<file path="config.mk">
export PLATFORM = sky130hd
export DESIGN_NAME = calendar_clock_top
export DESIGN_NICKNAME = d
export VERILOG_FILES = /design/src/clock_bus_pkg.sv /design/src/calendar_pkg.sv /design/src/wb_reg_slave.sv /design/src/tick_prescaler.sv /design/src/time_counter.sv /design/src/date_counter.sv /design/src/display_encoder.sv /design/src/calendar_clock_top.sv
export SDC_FILE = /design/constraint.sdc
export NUM_CORES = 1
export LEC_CHECK = 0
export ABC_AREA = 1
export ABC_CLOCK_PERIOD_IN_PS = 3500
export BUFFER_PORTS_ARGS = -buffer_cell sky130_fd_sc_hd__buf_4
export CAP_MARGIN = 20
export CORE_MARGIN = 4
export CORE_UTILIZATION = 60
export DETAILED_ROUTE_END_ITERATION = 12
export PLACE_DENSITY = 0.81
export SKIP_LAST_GASP = 1
export SLEW_MARGIN = 10
export SYNTH_ARGS = -nofsm -noshare
export SYNTH_HDL_FRONTEND = slang
export SYNTH_HIERARCHICAL = 1
export SYNTH_SLANG_ARGS = --single-unit
</file>
<file path="constraint.sdc">
create_clock -name clk -period 3.5 [get_ports clk]
set_clock_uncertainty 0.15 [all_clocks]
set_input_delay 0.175 -clock clk [delete_from_list [all_inputs] [get_ports clk]]
set_output_delay 0.175 -clock clk [all_outputs]
set_load 0.03 [all_outputs]
</file>
<file path="src/clock_bus_pkg.sv">
package clock_bus_pkg;

    // wishbone classic, host side
    typedef struct packed {
        logic        cyc;
        logic        stb;
        logic        we;
        logic [1:0]  adr;  // word address, 4 regs
        logic [31:0] dat;  // write data
    } wb_req_t;

    // slave side
    typedef struct packed {
        logic        ack;  // single cycle
        logic [31:0] dat;  // read data, valid with ack
    } wb_rsp_t;

    // register map
    localparam logic [1:0] ADDR_TIME = 2'd0;  // hh:mm:ss in [16:0]
    localparam logic [1:0] ADDR_DATE = 2'd1;  // dd/mo/yy in [15:0]
    localparam logic [1:0] ADDR_CTRL = 2'd2;
    localparam logic [1:0] ADDR_ADJ  = 2'd3;  // write only

    // bit positions
    localparam int CTRL_RUN_BIT  = 0;
    localparam int CTRL_SHOW_BIT = 1;
    localparam int ADJ_DOWN_BIT  = 3;  // field select in [2:0]

endpackage

</file>
<file path="src/calendar_pkg.sv">
package calendar_pkg;

    typedef struct packed {
        logic [4:0] hour;  // 0..23
        logic [5:0] min;   // 0..59
        logic [5:0] sec;   // 0..59
    } time_t;

    typedef struct packed {
        logic [4:0] day;    // 1..31
        logic [3:0] month;  // 1..12
        logic [6:0] year;   // 0..99, means 2000..2099
    } date_t;

    typedef enum logic [2:0] {
        FLD_SEC,
        FLD_MIN,
        FLD_HOUR,
        FLD_DAY,
        FLD_MONTH,
        FLD_YEAR
    } field_e;

    typedef struct packed {
        logic   valid;
        field_e field;
        logic   down;  // 0 steps up
    } adjust_t;

    typedef struct packed {
        logic  valid;
        time_t value;
    } time_load_t;

    typedef struct packed {
        logic  valid;
        date_t value;
    } date_load_t;

    // 2000..2099 only, so every fourth year is a leap year
    function automatic logic [4:0] days_in_month(input logic [3:0] month,
                                                 input logic [6:0] year);
        case (month)
            4'd2:                      return (year[1:0] == 2'b00) ? 5'd29 : 5'd28;
            4'd4, 4'd6, 4'd9, 4'd11:   return 5'd30;
            default:                   return 5'd31;  // includes bad month codes
        endcase
    endfunction

    // one step within lo..hi, wraps both ways
    function automatic logic [6:0] step_field(input logic [6:0] val,
                                              input logic [6:0] lo,
                                              input logic [6:0] hi,
                                              input logic       down);
        if (down) begin
            return (val <= lo) ? hi : val - 7'd1;
        end
        return (val >= hi) ? lo : val + 7'd1;  // also pulls stray values back in
    endfunction

endpackage

</file>
<file path="src/wb_reg_slave.sv">
`timescale 1ns/1ns

module wb_reg_slave (
    input  logic                       clk,
    input  logic                       rst,
    input  clock_bus_pkg::wb_req_t     wb_i,
    output clock_bus_pkg::wb_rsp_t     wb_o,
    input  calendar_pkg::time_t        cur_time,
    input  calendar_pkg::date_t        cur_date,
    output calendar_pkg::time_load_t   time_load,
    output calendar_pkg::date_load_t   date_load,
    output calendar_pkg::adjust_t      adj,
    output logic                       run,
    output logic                       show_date
);

    logic        ack_q;
    logic [31:0] rdat_q;
    logic [31:0] rdat;
    logic        req;  // cycle open and not acked yet
    logic        wr;

    assign req = wb_i.cyc & wb_i.stb & ~ack_q;
    assign wr  = req & wb_i.we;

    // ack one cycle after the request is seen, gone the cycle after
    always_ff @(posedge clk or negedge rst) begin
        if (!rst) begin
            ack_q <= 1'b0;
        end else begin
            ack_q <= req;
        end
    end

    // ctrl bits, written on the ack-rising edge
    always_ff @(posedge clk or negedge rst) begin
        if (!rst) begin
            run       <= 1'b0;
            show_date <= 1'b0;
        end else if (wr && wb_i.adr == clock_bus_pkg::ADDR_CTRL) begin
            run       <= wb_i.dat[clock_bus_pkg::CTRL_RUN_BIT];
            show_date <= wb_i.dat[clock_bus_pkg::CTRL_SHOW_BIT];
        end
    end

    // readback mux
    always_comb begin
        case (wb_i.adr)
            clock_bus_pkg::ADDR_TIME: rdat = {15'd0, cur_time};
            clock_bus_pkg::ADDR_DATE: rdat = {16'd0, cur_date};
            clock_bus_pkg::ADDR_CTRL: rdat = {30'd0, show_date, run};
            default:                  rdat = 32'd0;  // adj is write only
        endcase
    end

    always_ff @(posedge clk) begin
        if (req) rdat_q <= rdat;  // captured alongside ack
    end

    assign wb_o.ack = ack_q;
    assign wb_o.dat = rdat_q;

    // one-cycle command strobes, acted on at the ack edge
    assign time_load.valid = wr && (wb_i.adr == clock_bus_pkg::ADDR_TIME);
    assign time_load.value = wb_i.dat[$bits(calendar_pkg::time_t)-1:0];
    assign date_load.valid = wr && (wb_i.adr == clock_bus_pkg::ADDR_DATE);
    assign date_load.value = wb_i.dat[$bits(calendar_pkg::date_t)-1:0];
    assign adj.valid       = wr && (wb_i.adr == clock_bus_pkg::ADDR_ADJ);
    assign adj.field       = calendar_pkg::field_e'(wb_i.dat[2:0]);
    assign adj.down        = wb_i.dat[clock_bus_pkg::ADJ_DOWN_BIT];

    // host must have asked first
    a_ack_after_req : assert property (@(posedge clk) disable iff (!rst)
        wb_o.ack |-> $past(wb_i.cyc && wb_i.stb));

endmodule

</file>
<file path="src/tick_prescaler.sv">
`timescale 1ns/1ns

module tick_prescaler #(
    parameter int TICKS_PER_SEC = 50_000_000
) (
    input  logic clk,
    input  logic rst,
    input  logic run,
    output logic tick
);

    localparam int CNT_W = (TICKS_PER_SEC > 1) ? $clog2(TICKS_PER_SEC) : 1;
    localparam logic [CNT_W-1:0] CNT_LAST = CNT_W'(TICKS_PER_SEC - 1);

    logic [CNT_W-1:0] cnt;

    always_ff @(posedge clk or negedge rst) begin
        if (!rst) begin
            cnt <= '0;
        end else if (!run) begin
            cnt <= '0;  // restart a full second on next run
        end else if (cnt == CNT_LAST) begin
            cnt <= '0;
        end else begin
            cnt <= cnt + 1'b1;
        end
    end

    assign tick = run && (cnt == CNT_LAST);  // last count of the second

    // count clears while stopped so a tick needs run the cycle before
    a_tick_only_running : assert property (@(posedge clk) disable iff (!rst)
        tick |-> $past(run));

endmodule

</file>
<file path="src/time_counter.sv">
`timescale 1ns/1ns

module time_counter (
    input  logic                      clk,
    input  logic                      rst,
    input  logic                      run,
    input  logic                      tick,
    input  calendar_pkg::time_load_t  time_load,
    input  calendar_pkg::adjust_t     adj,
    output calendar_pkg::time_t       cur_time,
    output logic                      day_carry
);

    calendar_pkg::time_t time_q;

    always_ff @(posedge clk or negedge rst) begin
        if (!rst) begin
            time_q <= '0;  // 00:00:00
        end else if (time_load.valid) begin
            time_q <= time_load.value;  // taken as is
        end else if (tick) begin
            // seconds, carry ripples through in one cycle
            if (time_q.sec == 6'd59) begin
                time_q.sec <= 6'd0;
                if (time_q.min == 6'd59) begin
                    time_q.min  <= 6'd0;
                    time_q.hour <= (time_q.hour == 5'd23) ? 5'd0 : time_q.hour + 5'd1;
                end else begin
                    time_q.min <= time_q.min + 6'd1;
                end
            end else begin
                time_q.sec <= time_q.sec + 6'd1;
            end
        end else if (adj.valid && !run) begin
            // single field, no carry into neighbours
            case (adj.field)
                calendar_pkg::FLD_SEC:
                    time_q.sec  <= 6'(calendar_pkg::step_field(7'(time_q.sec), 7'd0,
                                                                7'd59, adj.down));
                calendar_pkg::FLD_MIN:
                    time_q.min  <= 6'(calendar_pkg::step_field(7'(time_q.min), 7'd0,
                                                                7'd59, adj.down));
                calendar_pkg::FLD_HOUR:
                    time_q.hour <= 5'(calendar_pkg::step_field(7'(time_q.hour), 7'd0,
                                                                7'd23, adj.down));
                default: ;  // date fields, not ours
            endcase
        end
    end

    assign cur_time = time_q;

    // midnight, same cycle as the wrapping tick
    assign day_carry = tick && !time_load.valid && (time_q.hour == 5'd23) &&
                       (time_q.min == 6'd59) && (time_q.sec == 6'd59);

    a_time_in_range : assert property (@(posedge clk) disable iff (!rst)
        !time_load.valid |=> (time_q.hour < 5'd24) && (time_q.min < 6'd60) &&
                             (time_q.sec < 6'd60));

endmodule

</file>
<file path="src/date_counter.sv">
`timescale 1ns/1ns

module date_counter (
    input  logic                      clk,
    input  logic                      rst,
    input  logic                      run,
    input  logic                      day_carry,
    input  calendar_pkg::date_load_t  date_load,
    input  calendar_pkg::adjust_t     adj,
    output calendar_pkg::date_t       cur_date
);

    calendar_pkg::date_t date_q;

    logic [4:0] dim;        // length of current month
    logic [3:0] adj_month;  // month after a step
    logic [6:0] adj_year;   // year after a step
    logic [4:0] adj_dim;    // length once the step lands

    assign dim = calendar_pkg::days_in_month(date_q.month, date_q.year);

    assign adj_month = 4'(calendar_pkg::step_field(7'(date_q.month), 7'd1, 7'd12, adj.down));
    assign adj_year  = calendar_pkg::step_field(date_q.year, 7'd0, 7'd99, adj.down);

    // only one of month/year moves per step
    assign adj_dim = calendar_pkg::days_in_month(
        (adj.field == calendar_pkg::FLD_MONTH) ? adj_month : date_q.month,
        (adj.field == calendar_pkg::FLD_YEAR)  ? adj_year  : date_q.year);

    always_ff @(posedge clk or negedge rst) begin
        if (!rst) begin
            date_q.day   <= 5'd1;  // 01/01/00
            date_q.month <= 4'd1;
            date_q.year  <= 7'd0;
        end else if (date_load.valid) begin
            date_q <= date_load.value;
        end else if (day_carry) begin
            if (date_q.day >= dim) begin
                date_q.day <= 5'd1;
                if (date_q.month >= 4'd12) begin
                    date_q.month <= 4'd1;
                    date_q.year  <= (date_q.year >= 7'd99) ? 7'd0 : date_q.year + 7'd1;
                end else begin
                    date_q.month <= date_q.month + 4'd1;
                end
            end else begin
                date_q.day <= date_q.day + 5'd1;
            end
        end else if (adj.valid && !run) begin
            case (adj.field)
                calendar_pkg::FLD_DAY:
                    date_q.day <= 5'(calendar_pkg::step_field(7'(date_q.day), 7'd1,
                                                               7'(dim), adj.down));
                calendar_pkg::FLD_MONTH: begin
                    date_q.month <= adj_month;
                    if (date_q.day > adj_dim) date_q.day <= adj_dim;  // e.g. 31 -> 29 in feb
                end
                calendar_pkg::FLD_YEAR: begin
                    date_q.year <= adj_year;
                    if (date_q.day > adj_dim) date_q.day <= adj_dim;  // 29/02 into non-leap
                end
                default: ;  // time fields
            endcase
        end
    end

    assign cur_date = date_q;

    // loads are trusted, so only checked once the month is sane
    a_day_in_month : assert property (@(posedge clk) disable iff (!rst)
        (date_q.month >= 4'd1 && date_q.month <= 4'd12 && !$past(date_load.valid))
        |-> (date_q.day >= 5'd1 && date_q.day <= dim));

endmodule

</file>
<file path="src/display_encoder.sv">
`timescale 1ns/1ns

module display_encoder (
    input  logic                 clk,
    input  logic                 rst,
    input  logic                 show_date,
    input  calendar_pkg::time_t  cur_time,
    input  calendar_pkg::date_t  cur_date,
    output logic [23:0]          digits
);

    logic [23:0] digits_d;

    // 0..99 to two bcd digits, tens in the upper nibble
    function automatic logic [7:0] to_bcd(input logic [6:0] val);
        logic [6:0] tens;
        logic [6:0] units;
        tens  = val / 7'd10;
        units = val % 7'd10;
        return {tens[3:0], units[3:0]};
    endfunction

    always_comb begin
        if (show_date) begin
            digits_d = {to_bcd(7'(cur_date.day)), to_bcd(7'(cur_date.month)),
                        to_bcd(cur_date.year)};  // dd mo yy
        end else begin
            digits_d = {to_bcd(7'(cur_time.hour)), to_bcd(7'(cur_time.min)),
                        to_bcd(7'(cur_time.sec))};  // hh mm ss
        end
    end

    always_ff @(posedge clk or negedge rst) begin
        if (!rst) begin
            digits <= 24'd0;  // blank zeros
        end else begin
            digits <= digits_d;  // one cycle behind the counters
        end
    end

endmodule

</file>
<file path="src/calendar_clock_top.sv">
`timescale 1ns/1ns

module calendar_clock_top #(
    parameter int TICKS_PER_SEC = 50_000_000
) (
    input  logic                    clk,
    input  logic                    rst,
    input  clock_bus_pkg::wb_req_t  wb_i,
    output clock_bus_pkg::wb_rsp_t  wb_o,
    output logic [23:0]             digits
);

    calendar_pkg::time_t       cur_time;
    calendar_pkg::date_t       cur_date;
    calendar_pkg::time_load_t  time_load;
    calendar_pkg::date_load_t  date_load;
    calendar_pkg::adjust_t     adj;
    logic                      run;
    logic                      show_date;
    logic                      tick;
    logic                      day_carry;  // midnight

    wb_reg_slave u_regs (.clk, .rst, .wb_i, .wb_o, .cur_time, .cur_date,
                         .time_load, .date_load, .adj, .run, .show_date);

    tick_prescaler #(.TICKS_PER_SEC(TICKS_PER_SEC)) u_presc (.clk, .rst, .run, .tick);

    time_counter u_time (.clk, .rst, .run, .tick, .time_load, .adj,
                         .cur_time, .day_carry);

    date_counter u_date (.clk, .rst, .run, .day_carry, .date_load, .adj, .cur_date);

    display_encoder u_disp (.clk, .rst, .show_date, .cur_time, .cur_date, .digits);

endmodule

</file>
# Yosys cells after proc, flatten, opt, wreduce, memory -nomap -nowiden
# Index checks and enable logic that the tools add are counted.
# word_totals
reg_bits	118
output_inout_bits	57
in_bits	39
# op_classes
muxes	71
reduce_logical	33
add_sub_neg	18
eq_ne	27
n_lt_le_gt_ge	15
bitwise_logic	4
n_div	12
# op_table
op	n
$mux 6	12
$mux 5	13
$mux 26	2
$mux 17	3
$pmux 17 s3	1
$mux 16	3
$mux 7	6
$pmux 5 s2	3
$add 26x1->26 const B	1
$eq 26x26->1 const B	1
$add 6x1->6 const B	4
$mux 24	1
$mux 4	6
$mux 11	2
$add 5x1->5 const B	4
$mux 1	19
$reduce_bool 3->1	6
$eq 4x3->1 const B	4
$eq 4x4->1 const B	4
$div 5x4->7 const B	2
$div 6x4->7 const B	2
$mod 5x4->7 const B	2
$mod 6x4->7 const B	2
$eq 6x6->1 const B	2
42 further kinds	75

# Longest topological paths before layout
# depth
ltp_word	16
depth_mapped	22
ltp_nobuf	22

# Modules after synthesis
# Netlist, hierarchy kept.
# by_module_without_submodules
module	cells_each	seq_area_each_um2	area_each_um2	n_inst
date_counter	340	402.9	2205.9	1
time_counter	322	425.4	1840.5	1
display_encoder	209	525.5	1699.1	1
tick_prescaler	222	650.6	1544.0	1
wb_reg_slave	119	585.6	1282.5	1

# Worst setup path after synthesis
# Ideal clock, no wire load.
# synth_path
kind	register to register
from	reg u_regs.ack_q
to	reg u_date.date_q, in the netlist u_date/cur_date[5]
setup_time_ns	0.131
synth_period_minus_slack_ns	3.127
arrival_time_ns	2.846
stages_incl_launch_ff	18
slack_ns	0.373
path_buffers	1
cell_sequence	dfrtp_1 nor2_1 nand2_1 nor2_1 buf_2 nor2_2 inv_1 nor3_1 inv_1 nor2_4 nand2_4 nand2_4 nor2_4 o21ai_2 inv_4 o21ai_2 nor2_1 a21oi_1
# synth_lines
item	line	rtl
from (decl)	wb_reg_slave.sv:17	logic ack_q;
from (signal assigned)	wb_reg_slave.sv:31	ack_q <= req;
to (signal assigned)	date_counter.sv:36	date_q <= date_load.value;
to (decl)	date_counter.sv:13	calendar_pkg::date_t date_q;

# Worst setup path after layout
# layout_path
from	reg u_date.date_q, in the netlist u_date/cur_date[0]
to	reg u_date.date_q, in the netlist u_date/cur_date[12]
# layout_between
elab_chain_len	11
# layout_rtl
item	line	rtl
$sub 7x1->7 or $le 7x1->1 (tied branches)	calendar_pkg.sv:56	return (val <= lo) ? hi : val - 7'd1;
$mux 7	calendar_pkg.sv:56	
$mux 7	calendar_pkg.sv:55	if (down) begin
$mux 7	calendar_pkg.sv:58	return (val >= hi) ? lo : val + 7'd1;
$mux 7	n/a	
$logic_not 2->1	calendar_pkg.sv:44	4'd2: return (year[1:0] == 2'b00) ? 5'd29 : 5'd28;
$mux 1	calendar_pkg.sv:44	
$pmux 5 s2	calendar_pkg.sv:43	case (month)
$gt 5x5->1	date_counter.sv:56, date_counter.sv:60	
$ne 4x1->1 (no source line)	n/a	
$reduce_and 3->1 (no source line)	n/a	
# Several ways; a longest one is shown, not always the timed one. The select of a mux whose other input is x is not followed.
# A chain may end at the register's enable or synchronous reset.

==> metrics.txt <==
Residual DRC=0; R2R depth=20; Syn Std Cell Area=8572 um2; share of the synthesized area in the top cell type=0.2365; Final period util=0.9227; Area after DPL=8851 um2; most frequent cell after synthesis=nand2_1; flops & latches, synth=100; starting density of the core=0.6152; final net count=1313; Routed Antenna Nets=0; Worst R2R Start=u_date/cur_date[0]$_DFFE_PN0P_; actual slew at the worst max-slew pin=just under 1 ns; max incr delay on CP=0.49 ns; synthesized area per cell=around 7.1 um2; Vias/cell=approximately 5.5; synth unique cells=62; RSZ-0062 raised after global routing=no; Worst Path Required=about 3.6 ns; setup TNS=0 ns; hold endpoint=u_date/cur_date[13]$_DFFE_PN0P_; Slew headroom=0.3575; Post-synth EDFFs=17; largest net degree at the start of global routing=65; hpwl dp=around 16 mm; Top cell by count, worst path=nand2_1; routed via count=between 7k and 8k; GRT overflow=0; hold_sp=wb_i[13]; router iterations before antenna repair=6; Final setup viols=0; area grow syn2layout=7.459%; total of max-cap violations=0; commonest cells in the netlist=336 x nand2_1, 153 x nor2_1, 120 x inv_1, 82 x nand3_1, 81 x dfrtp_1; post-route design area=9211 um2; Critical path buffers and inverters=2; cell family with most CP delay=simple AND/OR/NAND/NOR gates; Detailed Route WL=21.08 mm; initial antenna violation count=0; clock latency on the worst-skew pair=0.36 ns; Worst Setup SP=u_date/cur_date[0]$_DFFE_PN0P_; HP Class=in2reg; postcts setup bufs=0; Pwr Density=around 650 nW/um2; first-pass GRT wire length=34.47 mm; Hold Path Stages=3; synth top area cells=dfrtp_1 24%, nand2_1 15%, nor2_1 6.7%; R2R Path End=u_date/cur_date[12]$_DFFE_PN0P_; worst vdd ir=0.2643 mV; core area=between 10000 and 15000 um2; Post-synth top flop=dfrtp_1; largest area contributor in the netlist=dfrtp_1; TritonCTS buffer count=9; Final min period=about 3.2 ns; CP Capture Type=flip-flop; share of layout cells above drive strength 1=0.1832; Die W=127.5 um; Mapped Cells=1212; status=finished, final reports clean; Port Buffers=62; vias in the first global route=7248; CTS tree=done; element type at the critical path start=flip-flop; clock sink count=100; register area share after synthesis=0.3021; drt first-iter violations=~860; ANT cells=0; FP Rows=43; crit-path max FO=8; H-tree levels=3; Slew Viols, Final=0; Fin. Hold Viols=0; Place WS=0.3592 ns; routed len/inst=14.74 um; fin worst setup slack=between 0.2 and 0.3 ns; yosys warns=6; asr flop ratio synth=0.8300; die area=16260 um2; RePlAce Congestion=0.9447; total track usage=0.2596; Overall Power=5.975 mW; CP Class=reg2reg; chip height=approximately 130 um; R2R Setup Slk=roughly 0.27 ns; CP max-delay cell=dfrtp_1; worst-path cell chain=inv_1 -> ha_1 -> nand2_1 -> nor2_2 -> nand2_1 -> a21oi_1 -> nand2_1 -> nand2_1 -> nor2_1 -> nand2_2 -> nand2_1 -> ha_1 -> a21oi_1 -> o211ai_1 -> nand2_1 -> nand2_1 -> nand2_1 -> inv_1 -> a211oi_2 -> a22oi_1; clk slew on worst S/H paths=0.07 ns; Clock Tree Buf Depth=2; leakage power=4.492 nW; hold slack=0.01402 ns; clk root buf=clkbuf_16; FMAX=309.6 MHz; I/O pin count=96; crit path DAT=3.30 ns
state kept, by name, summed over array words and instances, names as in the netlist:
name and count:
u_date/cur_date 16, u_disp/digits 21, u_presc/cnt 26, u_regs/ack_q 1, u_regs/rdat_q 17, u_regs/run 1, u_regs/show_date 1, u_time/cur_time 17
how the worst max path moves through the flow:
stage,cells past startpoint,slack (ns),to
finish,20,0.27,u_date/cur_date[12]$_DFFE_PN0P_
global placement,21,0.42,u_date/cur_date[5]$_DFFE_PN0P_
floorplan,17,0.37,u_date/cur_date[5]$_DFFE_PN0P_
detailed placement,20,0.36,u_date/cur_date[12]$_DFFE_PN0P_
global route,21,0.04,u_date/cur_date[5]$_DFFE_PN0P_
CTS,20,0.34,u_date/cur_date[12]$_DFFE_PN0P_
metal layers:
metal / routed length (um) / track usage / vias up
li1: - / - / 3881
met1: 9031 / 0.3398 / 3591
met2: 9847 / 0.4255 / 337
met3: 1376 / 0.04097 / 53
met4: 828 / 0.1142 / 0
met5: 0 / 0 / -
what timing repair did:
item	CTS	global route
gates resized for setup	0	1
setup endpoints to repair	0	6
hold endpoints to repair	67	0
hold buffers	7	0
worst register-to-register path, delay by kind of cell, from the launching register on:
kind	cells	cell delay, ns
AO/OA/AOI/OAI	5	0.66
AND/OR/NAND/NOR	11	0.93
flip-flops	1	0.49
buffers and inverters	2	0.33
adder cells (fa/ha/maj)	2	0.54
cells in the final DEF (no fill, tap or decap), drive strengths merged, types with 6 or more instances in the layout:
cell	Yosys	final
nand2	375	375
nor2	180	180
inv	140	142
nand3	100	100
dfrtp	81	81
buf	78	79
a21oi	43	43
o21ai	41	41
ha	29	29
xor2	21	21
conb	2	18
edfxtp	17	17
nand4	15	15
a22o	14	14
nor3	10	10
clkbuf	2	9
a22oi	8	8
or2	8	8
dlygate4sd3	0	7
xnor2	7	7
clkinv	2	6
where the power goes:
part           total, mW  switching (mW)  leakage (nW)  internal (mW)
Sequential          1.84           0.376          1.19           1.47
Clock              0.969           0.477         0.137          0.493
Combinational       3.16            2.03          3.16           1.14
Total               5.97            2.88          4.49           3.10
cells by family (layout without fill, tap and decap cells):
logic type,count (synthesis),in the layout,share of synthesized area
compound gates,133,133,0.1045
xor+xnor,28,28,0.02949
other cells,2,18,0.0008761
fa+ha+maj,29,29,0.04233
simple gates,696,696,0.3836
flops,100,100,0.3021
buf+inv,222,244,0.1347
mux,2,2,0.002336
per-stage QoR:
| stage | std cells | util |
|---|---|---|
| floorplan | 1228 | - |
| global placement | 1407 | 0.6352 |
| detailed placement | 1407 | 0.6352 |
| CTS | 1430 | 0.6607 |
| global route | 1430 | 0.6610 |
| finish | 1430 | 0.6610 |
final cells by class:
| type | count | area [um2] |
|---|---|---|
| Tap cell | 180 | 225.2 |
| Fill cell | 1255 | 4723 |
| Clock inverter | 7 | 60.06 |
| Inverter | 142 | 548.0 |
| Clock buffer | 9 | 225.2 |
| Multi-Input combinational cell | 906 | 4900 |
| Sequential cell | 100 | 2590 |
| Timing Repair Buffer | 86 | 663.1 |
(Power assumes the default switching activity.)
